### config.mk
export PLATFORM = sky130hd
export DESIGN_NAME = store_pair_queue
export DESIGN_NICKNAME = d
export VERILOG_FILES = /design/src/ext_mem_pkg.sv /design/src/store_pair_queue.sv
export VERILOG_INCLUDE_DIRS = /design/src
export SDC_FILE = /design/constraint.sdc
export NUM_CORES = 1
export LEC_CHECK = 0
export BUFFER_PORTS_ARGS = -buffer_cell sky130_fd_sc_hd__buf_2
export CAP_MARGIN = 20
export CORE_MARGIN = 2
export CORE_UTILIZATION = 27
export CTS_CLUSTER_DIAMETER = 120
export DETAILED_ROUTE_END_ITERATION = 10
export GPL_TIMING_DRIVEN = 0
export PLACE_DENSITY = 0.51
export RECOVER_POWER = 100
export SLEW_MARGIN = 10
export SYNTH_ARGS = -nofsm -noshare
export SYNTH_HDL_FRONTEND = slang
export SYNTH_SLANG_ARGS = --single-unit
### constraint.sdc
create_clock -name clk -period 3.7 [get_ports clk]
set_input_delay 0.185 -clock clk [delete_from_list [all_inputs] [get_ports clk]]
set_output_delay 0.185 -clock clk [all_outputs]
set_load 0.01 [all_outputs]
### src/ext_mem_config.svh
// Shared widths, depths, port counts and error codes for the external memory model
`ifndef EXT_MEM_CONFIG_SVH
`define EXT_MEM_CONFIG_SVH

// ----------------------------------------------------------
// Data path widths
// ----------------------------------------------------------
`define EXT_MEM_DATA_W 32
`define EXT_MEM_ADDR_W 8
`define EXT_MEM_DEPTH 256
`define EXT_MEM_TAG_W 2

// ----------------------------------------------------------
// Port counts and store queue sizing
// ----------------------------------------------------------
`define EXT_MEM_LD_PORTS 2
`define EXT_MEM_ST_PORTS 2
`define EXT_MEM_LSQ_DEPTH 4

// One-sided wait before a store port is declared stuck
`define EXT_MEM_DL_TIMEOUT 32
`define EXT_MEM_DL_CNT_W 6

// ----------------------------------------------------------
// Runtime error codes
// ----------------------------------------------------------
`define EXT_MEM_ERR_TAG_OOB 16'd1
`define EXT_MEM_ERR_ST_DEADLOCK 16'd2

`endif
### src/ext_mem_pkg.sv
// Vector and struct types for the external memory requests, responses and writes
`include "ext_mem_config.svh"

package ext_mem_pkg;

  // ----------------------------------------------------------
  // Plain vector types
  // ----------------------------------------------------------
  typedef logic [`EXT_MEM_DATA_W-1:0] mem_data_t;
  typedef logic [`EXT_MEM_ADDR_W-1:0] mem_addr_t;
  typedef logic [`EXT_MEM_TAG_W-1:0] req_tag_t;
  typedef logic [15:0] err_code_t;

  // ----------------------------------------------------------
  // Stream payloads
  // ----------------------------------------------------------

  // Load request, tag in the upper bits
  typedef struct packed {
    req_tag_t  tag;
    mem_addr_t addr;
  } ld_req_t;

  // Store address half of a store
  typedef struct packed {
    req_tag_t  tag;
    mem_addr_t addr;
  } st_addr_t;

  // Store data half of a store
  typedef struct packed {
    req_tag_t  tag;
    mem_data_t data;
  } st_data_t;

  // Load data, load done and store done; data is zero on the done streams
  typedef struct packed {
    req_tag_t  tag;
    mem_data_t data;
  } mem_rsp_t;

  // One write into the word array
  typedef struct packed {
    mem_addr_t addr;
    mem_data_t data;
  } mem_wr_t;

endpackage

### src/store_pair_queue.sv
// Address and data queues of one store port, pairing them into write requests
`timescale 1ns/100ps
`include "ext_mem_config.svh"

module store_pair_queue
  import ext_mem_pkg::*;
(
  input  logic     clk,
  input  logic     rst_n,
  input  logic     addr_valid,
  input  st_addr_t addr,
  output logic     addr_ready,
  input  logic     data_valid,
  input  st_data_t data,
  output logic     data_ready,
  output logic     pair_req,
  input  logic     grant,
  output mem_wr_t  head_wr,
  output req_tag_t head_tag,
  output logic     dl_hit
);

  localparam int DEPTH = `EXT_MEM_LSQ_DEPTH;
  localparam int PTR_W = $clog2(DEPTH);
  localparam int CNT_W = PTR_W + 1;
  localparam logic [`EXT_MEM_DL_CNT_W-1:0] DL_MAX = `EXT_MEM_DL_CNT_W'(`EXT_MEM_DL_TIMEOUT);

  st_addr_t             addr_mem [DEPTH];
  mem_data_t            data_mem [DEPTH];
  logic [PTR_W-1:0]     addr_wr_ptr;
  logic [PTR_W-1:0]     addr_rd_ptr;
  logic [PTR_W-1:0]     data_wr_ptr;
  logic [PTR_W-1:0]     data_rd_ptr;
  logic [CNT_W-1:0]     addr_cnt;
  logic [CNT_W-1:0]     data_cnt;
  logic                 addr_enq;
  logic                 data_enq;
  logic                 addr_empty;
  logic                 data_empty;
  logic [`EXT_MEM_DL_CNT_W-1:0] dl_cnt;

  function automatic logic [PTR_W-1:0] ptr_inc(input logic [PTR_W-1:0] ptr);
    return (ptr == PTR_W'(DEPTH - 1)) ? '0 : ptr + 1'b1;
  endfunction

  assign addr_empty = (addr_cnt == '0);
  assign data_empty = (data_cnt == '0);
  assign addr_ready = (addr_cnt != CNT_W'(DEPTH));
  assign data_ready = (data_cnt != CNT_W'(DEPTH));
  assign addr_enq   = addr_valid && addr_ready;
  assign data_enq   = data_valid && data_ready;

  // ----------------------------------------------------------
  // Queue storage, payload only
  // ----------------------------------------------------------
  always_ff @(posedge clk) begin
    if (addr_enq) begin
      addr_mem[addr_wr_ptr] <= addr;
    end
    // Data tag is not kept past the input
    if (data_enq) begin
      data_mem[data_wr_ptr] <= data.data;
    end
  end

  // Pointers and counts; a grant pops both heads together
  always_ff @(posedge clk or negedge rst_n) begin
    if (!rst_n) begin
      addr_wr_ptr <= '0;
      addr_rd_ptr <= '0;
      data_wr_ptr <= '0;
      data_rd_ptr <= '0;
      addr_cnt    <= '0;
      data_cnt    <= '0;
    end else begin
      if (addr_enq) begin
        addr_wr_ptr <= ptr_inc(addr_wr_ptr);
      end
      if (data_enq) begin
        data_wr_ptr <= ptr_inc(data_wr_ptr);
      end
      if (grant) begin
        addr_rd_ptr <= ptr_inc(addr_rd_ptr);
        data_rd_ptr <= ptr_inc(data_rd_ptr);
      end
      addr_cnt <= addr_cnt + CNT_W'(addr_enq) - CNT_W'(grant);
      data_cnt <= data_cnt + CNT_W'(data_enq) - CNT_W'(grant);
    end
  end

  assign pair_req     = !addr_empty && !data_empty;
  assign head_wr.addr = addr_mem[addr_rd_ptr].addr;
  assign head_wr.data = data_mem[data_rd_ptr];
  assign head_tag     = addr_mem[addr_rd_ptr].tag;

  // ----------------------------------------------------------
  // Deadlock watch
  // ----------------------------------------------------------

  // Counts while exactly one side holds entries, sticks at the limit
  always_ff @(posedge clk or negedge rst_n) begin
    if (!rst_n) begin
      dl_cnt <= '0;
    end else if (addr_empty == data_empty) begin
      dl_cnt <= '0;
    end else if (dl_cnt != DL_MAX) begin
      dl_cnt <= dl_cnt + 1'b1;
    end
  end

  assign dl_hit = (dl_cnt == DL_MAX);

  a_grant_needs_req : assert property (@(posedge clk) disable iff (!rst_n)
    grant |-> pair_req);

  a_cnt_in_range : assert property (@(posedge clk) disable iff (!rst_n)
    (addr_cnt <= CNT_W'(DEPTH)) && (data_cnt <= CNT_W'(DEPTH)));

endmodule

### Yosys cells after proc, flatten, opt, wreduce, memory -nomap -nowiden

Memory sizes are Yosys's and may differ from the RTL's.
Index checks and enable logic that the tools add are counted.

* register bits: 20
* RAM bits: 168
* input bits: 49
* output and inout port bits: 46
* word-level logic and storage cells: 45
* memories kept: 2

* add/sub/neg operators: 9
* equality and inequality tests: 9
* mux-type cells: 10
* reductions and logical operators: 8

Memories
* data_mem: depth 4, bits a word 32, read ports 1, clocked after Yosys merged registers in 0, wr ports 1, RTL line store_pair_queue.sv:29 `mem_data_t data_mem [DEPTH];`
* addr_mem: depth 4, bits a word 10, read ports 1, clocked after Yosys merged registers in 0, wr ports 1, RTL line store_pair_queue.sv:28 `st_addr_t addr_mem [DEPTH];`

Operator list (count)
* two-way mux 6 bit: 2
* adder 2 x 1 -> 2 bit (second input constant): 4
* == test 2 bit (second input constant): 4
* two-way mux 2 bit: 4
* adder 3 x 1 -> 3 bit: 2
* adder 6 x 1 -> 6 bit (second input constant): 1
* == test 6 bit (second input constant): 1
* logical NOT 3 bit: 2
* != test 3 bit (second input constant): 2
* != test 6 bit (second input constant): 1
* subtractor 3 x 1 -> 3 bit: 2
* two-way mux 1 bit: 4
* logical AND 1 bit: 3
* logical NOT 1 bit: 2
* nonzero test 2 bit: 1
* == test 1 bit: 1

### Depth between registers and ports, before layout

* word-level depth: 4
* mapped depth: 10
* depth with buffers taken out: 10

### Worst setup path before layout

Ideal clock, no wire load.

* kind: register to register
* start: reg addr_cnt[1]
* end: reg addr_cnt[2]
* setup time: 0.125 ns
* data arrival time: 2.118 ns
* required time: 3.575 ns
* setup slack: 1.457 ns
* cell stages (with the launch flop): 11
* path buffers: 0
* period minus slack after synthesis: 2.243 ns
* path through: dfrtp_1 -> or3b_4 -> and2_4 -> inv_1 -> ha_1 -> inv_1 -> ha_1 -> inv_1 -> fa_1 -> xnor2_1 -> xnor2_1

* longest elaborated chain between the ends: 4

Ends and longest elaborated chain
* start: declaration: RTL line store_pair_queue.sv:34 `logic [CNT_W-1:0] addr_cnt;`
* start signal: assignment: RTL line store_pair_queue.sv:86 `addr_cnt <= addr_cnt + CNT_W'(addr_enq) - CNT_W'(grant);`
* != test 3 bit: RTL line store_pair_queue.sv:48 `assign addr_ready = (addr_cnt != CNT_W'(DEPTH));`
* named net addr_ready: RTL line store_pair_queue.sv:12 `output logic addr_ready,`
* logical AND 1 bit: RTL line store_pair_queue.sv:50 `assign addr_enq = addr_valid && addr_ready;`
* adder 3 x 1 -> 3 bit: RTL line store_pair_queue.sv:86
* subtractor 3 x 1 -> 3 bit: RTL line store_pair_queue.sv:86

The timed path passes the listed nets, and every way through them passes these cells.
A chain may end at the register's enable or synchronous reset.

==> impl_metrics.tcl <==
set metrics [dict create \
    syn_area_um2 7260 \
    worstPathArrival_ns 2.46 \
    start_util_pct 27.2 \
    end_kind "output port" \
    portBuffers 92 \
    rows 60 \
    holdBufCountCts 43 \
    hold_end "data_rd_ptr[0]" \
    grt_pass1_vias 3939 \
    worstPathRequired_ns 3.51 \
    ys_warn_count 0 \
    hpwl_um 8490 \
    synth_nets 394 \
    finalCritPeriodShare_pct 71.5 \
    synth_top_area_share_pct 69.5 \
    cts_buffers 17 \
    core_area_um2 26700 \
    drt_iter0_drc 116 \
    drt-pass1-iter-count 4 \
    place.gp.congestion 0.678 \
    wire_per_inst_um 16.8 \
    slew_viol_final 132 \
    grt_max_degree 33 \
    die_x_um 168 \
    dp_slack_ns 1.33 \
    cts_tree "yes" \
    num_antenna_cells 0 \
    status "finished with violations" \
    regToRegSetupSlack_ns 1.08 \
    drc 0 \
    synth_cell_types 26 \
    layout.cells.non_filler 834 \
    slew_headroom_pct -27.5 \
    via_per_inst 4.26 \
    clock_latency_ns 0.43 \
    yosysTopAreaCell "edfxtp_1" \
    ctsResizeCount 0 \
    max_freq_mhz 378 \
    antenna_found_initial 0 \
    htree_num_levels 4 \
    max_slew.worst_pin.slew_ns 1.91 \
    ys_seq_elements 188 \
    crit_start "data_rd_ptr[0]" \
    syn_inst 326 \
    drive_gt1_share_pct 19.1 \
    finalSetupTns_ns 0 \
    syn_area_per_cell_um2 22.3 \
    post_cts_buffers 0 \
    critPathMaxFanout 10 \
    setup_ws_ns 1.06 \
    min_path_type "in -> reg" \
    p_leak_nw 3.03 \
    crit-reg2reg-launch "data_cnt[1]" \
    synth_area_leaders "edfxtp_1, mux4_2, dfrtp_1, ha_1, and3_2" \
    clk_pin_slew_ns 0.08 \
    io_pins 95 \
    nets 548 \
    ctsLongestPathBuffers 2 \
    grt_overflow_total 0 \
    hold_start "grant" \
    routed_wl_um 14000 \
    ir_drop_v 0.000269 \
    die_y_um 168 \
    vias 3550 \
    rr_endpoint "data_mem[0][11]" \
    reg2reg_depth 2 \
    critPathLaunchType "flip-flop" \
    power_density_nw_per_um2 759 \
    skew_ns 0.0105 \
    final_antenna_net_count 0 \
    synth-seq-area-share_pct 76.4 \
    placedCellCount 759 \
    critPathKind "reg -> out" \
    grt_pass1_wl_um 22300 \
    whs_ns 0.138 \
    rsz0062_at_grt "no" \
    finalSetupViolCount 0 \
    hold_viol_final 0 \
    violations "max-capacitance violations, max-slew violations" \
    final_core_util_pct 33.9 \
    cap_violations 4 \
    cts_root_buf "clkbuf_16" \
    cts_sinks 188 \
    finalCriticalPeriod_ns 2.64 \
    grt_usage_pct 10.6 \
    area_delta_synth_final_pct 24.5 \
    holdPathStages 2 \
    die-area_um2 28200 \
]
-- stage by stage --
| stage | area (um2) | power (mW) |
|---|---|---|
| global placement | 8150 | 5.12 |
| CTS | 9180 | 7.11 |
| global route | 9040 | 7.31 |
| finish | 9040 | 6.86 |
| floorplan | 7260 | 4.39 |
| detailed placement | 8150 | 5.19 |
-- layer usage --
metal	track usage, %	wire length [um]
met5	0	0
met4	3.63	138
met3	2.99	566
met2	18.2	7260
met1	12.8	6030
-- final cells by class --
cell class	instances	area [um2]
Fill cell	2563	17600
Clock buffer	17	425
Sequential cell	188	5550
Multi-Input combinational cell	113	1580
Clock inverter	15	176
Buffer	11	50.0
Timing Repair Buffer	135	785
Inverter	14	52.6
Tap cell	341	427
-- flip-flops by register name, summed over array words and instances (netlist names) --
register,count
data_mem,128
addr_mem,40
dl_cnt,6
addr_cnt,3
data_cnt,3
addr_rd_ptr,2
addr_wr_ptr,2
data_rd_ptr,2
data_wr_ptr,2
-- Yosys cell counts, drive strengths merged --
master    n
mux4     42
nand3     2
or4b      1
buf       8
and3      8
o21ai     1
mux2i     2
edfxtp  168
xnor2     6
dfrtp    20
o22ai     1
and2      4
nand2     8
fa        2
inv      14
or3b      2
ha       17
or3       2
nand3b    1
clkbuf    3
nor2      5
mux2      8
nor4      1
-- worst max path at each step --
stage / end / slack (ns) / cells past startpoint
2_1_floorplan: addr_cnt[2] / 1.46 / 10
4_1_cts: data_cnt[2] / 1.30 / 10
6_report: head_wr[23] / 1.06 / 4
5_1_grt: data_mem[0][10] / 0.80 / 2
3_5_place_dp: data_cnt[2] / 1.33 / 10
3_3_place_gp: data_cnt[2] / 1.40 / 10
-- power by group --
part | switching (mW) | total [mW] | internal (mW)
sequential | 0.153 | 2.98 | 2.83
clock | 0.884 | 1.86 | 0.972
combinational | 1.13 | 2.03 | 0.892
-- cell usage in the layout, fill, tap and decap left out, types with 3 or more instances in the layout --
cell,count
edfxtp_1,168
mux2_4,4
inv_6,3
and2_0,3
clkinv_4,3
and3_1,8
buf_2,8
dfrtp_1,20
clkbuf_1,93
dlygate4sd3_1,43
clkbuf_16,17
ha_1,17
mux2_2,4
inv_8,5
inv_1,14
xnor2_1,6
mux4_2,42
nor2_1,5
nand2_1,8
-- critical path, cell delays in order (launching register included) --
cell and delay, ns:
dfrtp_1 0.35, buf_2 0.25, clkbuf_1 0.66, mux4_2 0.60
clkbuf_1 0.17
-- cell families after synthesis --
family / count (synthesis) / share of synthesized area, %
fa+ha+maj: 19 / 3.48
simple gates: 34 / 2.98
flops: 188 / 76.4
xor+xnor: 6 / 0.724
buf+inv: 25 / 1.53
mux: 52 / 14.8
compound gates: 2 / 0.155
Power figures use the tool's default switching activity.
