===== src/ext_mem_config.svh =====
// Shared widths, depths, port counts and error codes for the external memory model
`ifndef EXT_MEM_CONFIG_SVH
`define EXT_MEM_CONFIG_SVH

// ----------------------------------------------------------
// Data path widths
// ----------------------------------------------------------
`define EXT_MEM_DATA_W 32
`define EXT_MEM_ADDR_W 8
`define EXT_MEM_DEPTH 256
`define EXT_MEM_TAG_W 2

// ----------------------------------------------------------
// Port counts and store queue sizing
// ----------------------------------------------------------
`define EXT_MEM_LD_PORTS 2
`define EXT_MEM_ST_PORTS 2
`define EXT_MEM_LSQ_DEPTH 4

// One-sided wait before a store port is declared stuck
`define EXT_MEM_DL_TIMEOUT 32
`define EXT_MEM_DL_CNT_W 6

// ----------------------------------------------------------
// Runtime error codes
// ----------------------------------------------------------
`define EXT_MEM_ERR_TAG_OOB 16'd1
`define EXT_MEM_ERR_ST_DEADLOCK 16'd2

`endif

===== src/ext_mem_pkg.sv =====
// Vector and struct types for the external memory requests, responses and writes
`include "ext_mem_config.svh"

package ext_mem_pkg;

  // ----------------------------------------------------------
  // Plain vector types
  // ----------------------------------------------------------
  typedef logic [`EXT_MEM_DATA_W-1:0] mem_data_t;
  typedef logic [`EXT_MEM_ADDR_W-1:0] mem_addr_t;
  typedef logic [`EXT_MEM_TAG_W-1:0] req_tag_t;
  typedef logic [15:0] err_code_t;

  // ----------------------------------------------------------
  // Stream payloads
  // ----------------------------------------------------------

  // Load request, tag in the upper bits
  typedef struct packed {
    req_tag_t  tag;
    mem_addr_t addr;
  } ld_req_t;

  // Store address half of a store
  typedef struct packed {
    req_tag_t  tag;
    mem_addr_t addr;
  } st_addr_t;

  // Store data half of a store
  typedef struct packed {
    req_tag_t  tag;
    mem_data_t data;
  } st_data_t;

  // Load data, load done and store done; data is zero on the done streams
  typedef struct packed {
    req_tag_t  tag;
    mem_data_t data;
  } mem_rsp_t;

  // One write into the word array
  typedef struct packed {
    mem_addr_t addr;
    mem_data_t data;
  } mem_wr_t;

endpackage


===== src/mem_error_monitor.sv =====
// Tag range checks and store deadlock reporting, holding the first error until reset
`timescale 1ns/100ps
`include "ext_mem_config.svh"

module mem_error_monitor
  import ext_mem_pkg::*;
(
  input  logic                                  clk,
  input  logic                                  rst_n,
  input  logic     [`EXT_MEM_LD_PORTS-1:0]      ld_req_valid,
  input  ld_req_t  [`EXT_MEM_LD_PORTS-1:0]      ld_req,
  input  logic     [`EXT_MEM_ST_PORTS-1:0]      st_addr_valid,
  input  st_addr_t [`EXT_MEM_ST_PORTS-1:0]      st_addr,
  input  logic     [`EXT_MEM_ST_PORTS-1:0]      st_data_valid,
  input  st_data_t [`EXT_MEM_ST_PORTS-1:0]      st_data,
  input  logic     [`EXT_MEM_ST_PORTS-1:0]      dl_hit,
  output logic                                  error_valid,
  output err_code_t                             error_code
);

  logic      tag_oob;
  logic      err_detect;
  err_code_t err_code_next;

  // Any valid tag at or past its own port count
  always_comb begin
    tag_oob = 1'b0;
    for (int i = 0; i < `EXT_MEM_LD_PORTS; i++) begin
      if (ld_req_valid[i] && int'(ld_req[i].tag) >= `EXT_MEM_LD_PORTS) begin
        tag_oob = 1'b1;
      end
    end
    for (int i = 0; i < `EXT_MEM_ST_PORTS; i++) begin
      if (st_addr_valid[i] && int'(st_addr[i].tag) >= `EXT_MEM_ST_PORTS) begin
        tag_oob = 1'b1;
      end
      if (st_data_valid[i] && int'(st_data[i].tag) >= `EXT_MEM_ST_PORTS) begin
        tag_oob = 1'b1;
      end
    end
  end

  // Tag range wins over deadlock
  assign err_detect    = tag_oob || (|dl_hit);
  assign err_code_next = tag_oob ? `EXT_MEM_ERR_TAG_OOB : `EXT_MEM_ERR_ST_DEADLOCK;

  always_ff @(posedge clk or negedge rst_n) begin
    if (!rst_n) begin
      error_valid <= 1'b0;
      error_code  <= '0;
    end else if (!error_valid && err_detect) begin
      error_valid <= 1'b1;
      error_code  <= err_code_next;
    end
  end

  a_error_sticky : assert property (@(posedge clk) disable iff (!rst_n)
    error_valid |=> error_valid && $stable(error_code));

endmodule


===== config.mk =====
export PLATFORM = sky130hd
export DESIGN_NAME = mem_error_monitor
export DESIGN_NICKNAME = d
export VERILOG_FILES = /design/src/ext_mem_pkg.sv /design/src/mem_error_monitor.sv
export VERILOG_INCLUDE_DIRS = /design/src
export SDC_FILE = /design/constraint.sdc
export NUM_CORES = 1
export LEC_CHECK = 0
export ABC_AREA = 1
export BUFFER_PORTS_ARGS = -buffer_cell sky130_fd_sc_hd__buf_2
export CAP_MARGIN = 0
export CORE_AREA = 2 2 51 53
export DETAILED_ROUTE_END_ITERATION = 10
export DIE_AREA = 0 0 53 55
export PLACE_DENSITY = 0.82
export SYNTH_ARGS = -nofsm -noshare
export SYNTH_HDL_FRONTEND = slang
export SYNTH_SLANG_ARGS = --single-unit

===== constraint.sdc =====
create_clock -name clk -period 1.7 [get_ports clk]
set_input_delay 0.085 -clock clk [delete_from_list [all_inputs] [get_ports clk]]
set_output_delay 0.085 -clock clk [all_outputs]
set_load 0.02 [all_outputs]

After elaboration in Yosys (flattened, before gate mapping). Index checks and enable logic that the tools add are counted.

Register bits: 17. Bits in latches: 0. Memory bits (writable): 0. Bits in read-only memories: 0. Output and inout bits: 17. Word-level logic and storage cells: 25. Memories: 0.

Add/subtract/negate cells: 0. Multipliers: 0. Divide/modulo/power cells: 0. Order comparisons: 6. Eq/ne operators: 0. Shift operators: 0. Multiplexer cells: 7. Bitwise gates (word level): 0. Reduce and logical (&&, ||, !) cells: 10.

Operator list (count): $ge A2 B2 Y1 const B (6); $logic_and A1 B1 Y1 (7); $mux W1 (6); $mux W2 (1); $reduce_or A2 Y1 (1); $logic_not A1 Y1 (1); $logic_or A1 B1 Y1 (1).

Logic depth before layout (Yosys ltp). Gate-level depths: netlist (run 1).

Word-level depth: 10. Gate-level depth with buffers: 7.

Worst setup path after synthesis (run 1). OpenSTA, ideal clock, no wires.

Path type: reg2reg. From: register error_valid. To: register error_code[1]. Library setup time: 0.122 ns. Data arrival time: 0.692 ns. Slack: 0.886 ns. Stages on the path, launching flop included: 5. Period minus slack after synthesis: 0.814 ns. Cell sequence: dfrtp_1 inv_2 nand2_2 nand2_1 nand2_1.

Word-level cells in the longest chain between the ends: 2.

RTL lines: start, declared (line mem_error_monitor.sv:17) `output logic error_valid,`; start signal, assigned (line mem_error_monitor.sv:49) `error_valid <= 1'b0;`; start signal, assigned (line mem_error_monitor.sv:52) `error_valid <= 1'b1;`; $logic_not A1 Y1 (line mem_error_monitor.sv:51) `end else if (!error_valid && err_detect) begin`; $logic_and A1 B1 Y1 (line mem_error_monitor.sv:51); end signal, assigned (line mem_error_monitor.sv:53) `error_code <= err_code_next;`; end, declared (line mem_error_monitor.sv:18) `output err_code_t error_code`.

Every way passes these cells. A chain may end at the register's enable or synchronous reset.

Worst setup path after layout (run 1).
From: register error_valid. To: output error_valid.

No word-level cell between the ends.

==> reports/qor.txt, run 1 <==
via count: 266
outcome: finished clean
PortBufs: 18
met1 usage: 3.88%
largest net degree at the start of global routing: 5
Synth Area in Simple Gates: 30.1%
FILL cells: 282
post-CTS sizing: 0
FMAX: 1180 MHz
Die Footprint: 2920 µm²
GRT busiest layer: met2
Residual DRC: 0
first-pass GRT wire length: 807 µm
Post-Synth XOR/XNOR Area: 0%
worst path required time: 1.62 ns
mux share of post-synthesis cell area: 0%
GRT Total Usage: 4.45%
top cell family by delay on the critical path: flip-flops
H-tree depth: 1
Critical Path Start Type: register
Yosys reg bits: 3
mapped cell area: 287 µm²
final worst clock skew: 0.00158 ns
Min-Delay Path Class: input port to register
initial antenna violation count: 0
minimum clock period: 0.846 ns
CTS buffer count: 3
Worst Path Arrival: 0.76 ns
Avg Cell Area, Syn: 6.99 µm²
peak supply drop: 0.226 mV
WP buf/inv: 1
crit share post-route: 49.8%
cell count after synthesis: 41
initial drt markers: 0
largest family of logic cells by synthesized area: buffers and inverters
post-synthesis adder-cell area fraction: 0%
CTS Root Cell: clkbuf_4
share of layout cells above drive strength 1: 41.3%
count of final setup violators: 0
GR Layer Usage met2: 6.67%
Crit. path cell count: 1
Cell Pwr Density: 646 nW/µm²
RSZ-0062 raised after global routing: false
hpwl dp: 529 µm
Final Cell Area: 394 µm²
Placer Congestion: 0.586
Area Overhead vs Synth: 37.6%
CP max stage cell: dfrtp_1
drt first pass iters: 1
number of global-route vias before repair: 224
GR Overflow Total: 0
Final nets: 182
total setup buffers inserted after CTS: 0
core outline area: 2360 µm²
crit-path cells: buf_2
clk sinks: 3
register area share after synthesis: 26.2%
Initial Utilization: 12.1%
grt met3 use: 2.69%
r2r worst-path depth: 3
Die Width: 53 µm
Pleak: 0.236 nW
Crit Path Max Fanout: 2
hold depth: 3
Synth Area in Compound Gates: 3.06%
Detail Route Antenna Nets: 0
Synth area leader: buf_4
Clk pin slew, worst setup/hold paths: 0.04 ns
total wire length: 575 µm
max cap viols: 0
CTS Hold Bufs: 1
clk_lat worst skew: 0.23 ns
synth unique cells: 10
share of the synthesized area in the top cell type: 36.7%
WL/cell: 6.18 µm
Cell Rows: 18
Final Max Slew Viols: 0
CTS tree: yes
Die Ht: 55 µm
CTS Buffer Depth: 2
setup TNS: 0 ns
crit path kind: register to output pin
Via density: 2.86
dpl cell area: 358 µm²
Fin. Hold Viols: 0
internal reg-to-reg setup slack: 0.96 ns
I/O pin count: 135
Synthesis Warnings: 0
Setup crit end kind: output pin
CP max stage delay: 0.37 ns
top post-synthesis cells by area: buf_4, dfrtp_1, nand2_1
antenna cells: 0
-- routing by layer --
metal  wire length, µm  vias up
met5                 0        -
li1                  -      141
met4                 9        0
met3                75        2
met1               204      106
met2               285       17
-- where the power goes --
group	internal (mW)	switching, mW	total, mW
sequential	0.0718	0	0.0718
combinational	0.0184	0.0417	0.0601
clock	0.0878	0.0348	0.123
total	0.178	0.0765	0.255
-- tightest hold or removal path: stages --
cell and delay, ns:
buf_2 0.09, o2111ai_1 0.11, nand2_1 0.08
-- synthesized netlist by cell type --
cell type  count
nand2_2        1
nor2_2         1
buf_4         14
dfrtp_1        3
nor2_1         1
o2111ai_1      1
inv_2          2
conb_1         1
nand2_1       16
nand3_2        1
-- logic make-up after synthesis --
| logic type | count (synthesis) |
|---|---|
| simple gates | 20 |
| buf+inv | 16 |
| flops | 3 |
| compound gates | 1 |
| other cells | 1 |
-- sequential cells by signal, indices dropped and copies added (netlist names) --
name and cells:
error_code 2, error_valid 1
-- final cells by class --
class                           count  area [µm²]  share of cell area [%]
Multi-Input combinational cell     35         148                    37.5
Timing Repair Buffer               19         100                    25.4
Sequential cell                     3        75.1                    19.0
Tap cell                           30        37.5                    9.52
Clock buffer                        4        26.3                    6.67
Inverter                            2        7.51                    1.90
-- final timing paths --
kind                                    start            end
worst max register to register    error_valid  error_code[1]
max in group asynchronous               rst_n  error_code[0]
worst max-delay path              error_valid    error_valid
worst min-delay path                dl_hit[0]  error_code[1]
min in group asynchronous               rst_n  error_code[1]
worst min register to register  error_code[1]  error_code[1]
-- cell usage in the layout (no fill, tap or decap), drive strengths merged --
cell         instances
buf                 18
clkbuf               4
conb                14
dfrtp                3
dlygate4sd3          1
inv                  2
nand2               17
nand3                1
nor2                 2
o2111ai              1
-- metrics by stage --
step | hold WS, ns | setup slack, ns | total power, mW | instances | utilization (%)
2_1_floorplan | -0.211 | 0.886 | 0.137 | 54 | -
3_3_place_gp | -0.119 | 0.919 | 0.130 | 88 | 15.1
3_5_place_dp | -0.119 | 0.896 | 0.131 | 88 | 15.1
4_1_cts | 0.164 | 0.838 | 0.264 | 93 | 16.7
5_1_grt | 0.175 | 0.822 | 0.277 | 93 | 16.7
6_report | 0.166 | 0.854 | 0.255 | 93 | 16.7
Note: power is estimated with default switching activity, not from simulation.
==> inputs of run 2 (changes only) <==
Settings changed: ABC_AREA 1 to 0, CORE_AREA 2 2 51 53 to 2 2 52 54, DIE_AREA 0 0 53 55 to 0 0 54 56, PLACE_DENSITY 0.82 to 0.78.
Clock period 1.7 ns to 0.9 ns, I/O delays scaled along.
==> reports/qor.txt, run 2 <==
Placer Congestion: 0.640
Synthesis Warnings: 0
initial antenna violation count: 0
synth cell count leaders: buf_4, a22oi_1, dfrtp_1, nor2_1, o21ai_0
largest family of logic cells by synthesized area: buffers and inverters
CTS buffer count: 3
most common cell after layout, fill and taps aside: buf_2
crit share post-route: 97.0%
final worst clock skew: 0.00158 ns
Crit Path Max Fanout: 6
count of final setup violators: 0
crit-path cells: buf_4
antenna cells: 0
number of synthesized flops with an enable pin: 0
WL met2: 243 µm
drt first pass iters: 1
worst setup margin: 0.0267 ns
Initial Utilization: 10.2%
Synth Area in Simple Gates: 9.05%
via count: 233
r2r worst-path depth: 2
R2R Path End: error_code[0]
GR Overflow Total: 0
Detail Route Antenna Nets: 0
CTS tree: yes
most instantiated library cell after synthesis: buf_4
CTS Buffer Depth: 2
final core occ: 14.8%
ys async rst share: 100%
Finished Layout Cells: 80
peak supply drop: 0.342 mV
I/O pin count: 135
Setup crit start: error_valid
outcome: finished clean
top cell family by delay on the critical path: flip-flops
worst path required time: 0.85 ns
H-tree depth: 1
RSZ-0062 raised after global routing: false
PortBufs: 18
Die Ht: 56 µm
CP max stage cell: dfrtp_1
first-pass GRT wire length: 717 µm
share of layout cells above drive strength 1: 46.0%
Clk pin slew, worst setup/hold paths: 0.04 ns
Setup crit end kind: output pin
highest metal layer with signal wires: met4
Crit. path cell count: 1
Area Overhead vs Synth: 44.2%
commonest non-fill, non-tap cells in the layout: buf_2, conb_1, a22oi_1, clkbuf_4, dfrtp_1
Fin. Hold Viols: 0
clk_lat worst skew: 0.23 ns
hpwl dp: 492 µm
number of global-route vias before repair: 191
minimum clock period: 0.873 ns
setup TNS: 0 ns
Cell Pwr Density: 1420 nW/µm²
crit path kind: register to output pin
max cap viols: 0
r2r startpoint: error_valid
met3 WL: 130 µm
Critical Path Start Type: register
Most flops, register: error_code
FMAX: 1150 MHz
WL/cell: 7.15 µm
Setup WS pre-CTS: 0.106 ns
CP max stage delay: 0.42 ns
share of the synthesized area in the top cell type: 42.2%
Min-Delay Path Class: input port to register
Cell Rows: 18
post-synthesis adder-cell area fraction: 0%
wl on met1: 156 µm
Inst Count DP: 75
Worst Path Arrival: 0.83 ns
mux share of post-synthesis cell area: 0%
Final nets: 169
max FFs per register: 2
Via density: 2.91
CTS Root Cell: clkbuf_4
Top Registers: error_code x2, error_valid x1
hold depth: 3
Residual DRC: 0
cell count after synthesis: 28
GRT Total Usage: 4.07%
top post-synthesis cells by area: buf_4, dfrtp_1, a22oi_1
Avg Cell Area, Syn: 8.89 µm²
hold wc startpoint: dl_hit[0]
Die Width: 54 µm
Synth Area in Compound Gates: 17.1%
total setup buffers inserted after CTS: 0
leading register cell type out of synthesis: dfrtp_1
total wire length: 572 µm
Pleak: 0.191 nW
initial drt markers: 0
Yosys reg bits: 3
synth unique cells: 9
internal reg-to-reg setup slack: 0.09 ns
Post-Synth XOR/XNOR Area: 0%
Die Footprint: 3020 µm²
WP buf/inv: 1
clk sinks: 3
Worst setup endpoint: error_valid
core outline area: 2430 µm²
mapped cell area: 249 µm²
Final Max Slew Viols: 0
Synth area leader: buf_4
largest net degree at the start of global routing: 7
register area share after synthesis: 30.2%
==> run 2: layout make-up <==
cell class | instances | area [µm²]
flip-flops and latches | 3 | 75.1
multi-input cells | 24 | 118
well taps | 30 | 37.5
fillers | 287 | 2070
clock buffers | 4 | 26.3
repair buffers | 19 | 103
==> run 2: timing repair <==
item,4_1_cts,5_1_grt
resized for setup,0,1
setup endpoints to repair,0,1
hold buffers,1,0
endpoints found under the hold margin,3,0
==> run 2: tightest hold or removal path, stage by stage <==
cell and delay (ns):
buf_2 0.07, nor2_1 0.05, nand3b_1 0.07
==> run 2: logic make-up after synthesis <==
| group | after synthesis |
|---|---|
| compound gates | 6 |
| simple gates | 4 |
| buf+inv | 14 |
| other cells | 1 |
| flops | 3 |
==> run 2: through the flow <==
step	area [µm²]	hold slack [ns]	total power, mW
finish	359	0.0409	0.511
global route	359	0.0593	0.550
CTS	357	0.0363	0.525
detailed placement	320	-0.159	0.274
global placement	320	-0.158	0.272
floorplan	298	-0.251	0.276
==> run 2: power by group <==
group / internal, mW / total [mW] / switching [mW]
sequential: 0.144 / 0.147 / 0.00349
combinational: 0.0439 / 0.128 / 0.0842
clock: 0.166 / 0.236 / 0.0695
==> run 2: per-layer routing <==
metal  vias to the layer above  global-route usage (%)
met5                         -                       0
met4                         0                    8.21
met3                         4                    4.03
met2                        19                    4.53
met1                        98                    2.10
li1                        112                       -
==> run 2: worst min path at each step <==
stage,to,slack (ns)
3_3_place_gp,error_code[0],-0.16
3_5_place_dp,error_valid,-0.16
5_1_grt,error_valid,0.06
2_1_floorplan,error_code[0],-0.25
4_1_cts,error_valid,0.04
6_report,error_valid,0.04
==> inputs of run 3 (changes only) <==
Settings changed: SETUP_SLACK_MARGIN set to 0.5.
==> reports/qor.txt, run 3 (synthesis gave the netlist of run 2 again) <==
commonest non-fill, non-tap cells in the layout: buf_2, conb_1, a22oi_1, clkbuf_4, buf_6
FMAX: 1190 MHz
crit path kind: register to output pin
Setup crit end kind: output pin
CTS Root Cell: clkbuf_4
Worst setup endpoint: error_valid
initial drt markers: 0
Top Registers: error_code x2, error_valid x1
RSZ-0062 raised after global routing: true
Cell Pwr Density: 1370 nW/µm²
worst path required time: 0.85 ns
total wire length: 569 µm
Detail Route Antenna Nets: 0
Die Width: 54 µm
minimum clock period: 0.842 ns
Die Footprint: 3020 µm²
drt first pass iters: 1
Critical Path Start Type: register
clk sinks: 3
largest net degree at the start of global routing: 7
Worst Path Arrival: 0.80 ns
Min-Delay Path Class: input port to register
crit share post-route: 93.5%
CP max stage delay: 0.43 ns
Setup crit start: error_valid
Pleak: 0.196 nW
Inst Count DP: 75
Finished Layout Cells: 80
Storage cell area: 77.6 µm²
initial antenna violation count: 0
final worst clock skew: 0.00127 ns
peak supply drop: 0.549 mV
Final nets: 169
Hold WS: 0.0588 ns
GR Overflow Total: 0
core outline area: 2430 µm²
first-pass GRT wire length: 841 µm
Final Max Slew Viols: 0
Die Ht: 56 µm
WP buf/inv: 1
via count: 225
H-tree depth: 1
FILL cells: 281
top cell family by delay on the critical path: flip-flops
Area Overhead vs Synth: 51.8%
Most flops, register: error_code
internal reg-to-reg setup slack: 0.12 ns
CTS buffer count: 3
outcome: finished clean
Fin. Hold Viols: 0
Cell Rows: 18
Crit. path cell count: 1
r2r worst-path depth: 2
antenna cells: 0
Multi-input gate area: 118 µm²
Initial Utilization: 10.2%
Residual DRC: 0
hpwl dp: 500 µm
CP max stage cell: dfrtp_2
CTS tree: yes
clk_lat worst skew: 0.23 ns
GRT Total Usage: 4.06%
max cap viols: 0
PortBufs: 18
r2r startpoint: error_valid
count of final setup violators: 0
share of layout cells above drive strength 1: 50.0%
Crit Path Max Fanout: 6
R2R Path End: error_code[1]
CTS Buffer Depth: 2
crit-path cells: buf_6
most common cell after layout, fill and taps aside: buf_2
final core occ: 15.5%
Design Power: 518 µW
Placer Congestion: 0.645
number of global-route vias before repair: 233
I/O pin count: 135
max FFs per register: 2
Via density: 2.81
setup TNS: 0 ns
Clk pin slew, worst setup/hold paths: 0.04 ns
WL/cell: 7.11 µm
## run 3: how the worst min path moves through the flow
stage,start,endpoint,slack [ns],depth (start not counted)
floorplan,rst_n,error_code[0],-0.25,0
global placement,rst_n,error_code[1],-0.16,1
global route,dl_hit[0],error_valid,0.07,3
finish,dl_hit[0],error_valid,0.06,3
detailed placement,rst_n,error_code[1],-0.15,1
CTS,dl_hit[0],error_valid,0.05,3
## run 3: worst min-delay path, delay by kind of cell
family | cells | cell delay, ns
buffers and inverters | 1 | 0.07
and+or+nand+nor | 2 | 0.13
## run 3: area by class of cell
class                      instances  area share (%)
clock buffer                       4            6.95
multi-input combinational         24            31.1
sequential                         3            20.5
tap                               30            9.93
timing repair buffer              19            31.5
## run 3: per-stage QoR
stage	worst slack (ns)	cell area, µm²
2_1_floorplan	0.0996	300
3_3_place_gp	0.139	323
3_5_place_dp	0.141	323
4_1_cts	0.0441	378
5_1_grt	0.0308	378
6_report	0.0583	378
## run 3: routing by layer
metal	up-vias	GRT usage (%)	share of wire, %
met5	-	0	0
met4	0	4.29	0
met3	0	3.76	20
met2	16	6.10	52
met1	98	2.58	28
li1	111	-	-
## run 3: report_power, final
group / switching [mW] / total [mW] / internal, mW
combinational: 0.0843 / 0.138 / 0.0535
clock: 0.0645 / 0.230 / 0.166
sequential: 0.00547 / 0.150 / 0.144
## run 3: timing repair
action                                 in CTS  in global routing
buffers inserted                            0                  0
endpoints found under the hold margin       3                  0
resized for setup                           6                  0
setup endpoints to repair                   6                  6
pin swaps                                   0                  1
hold buffers                                1                  0
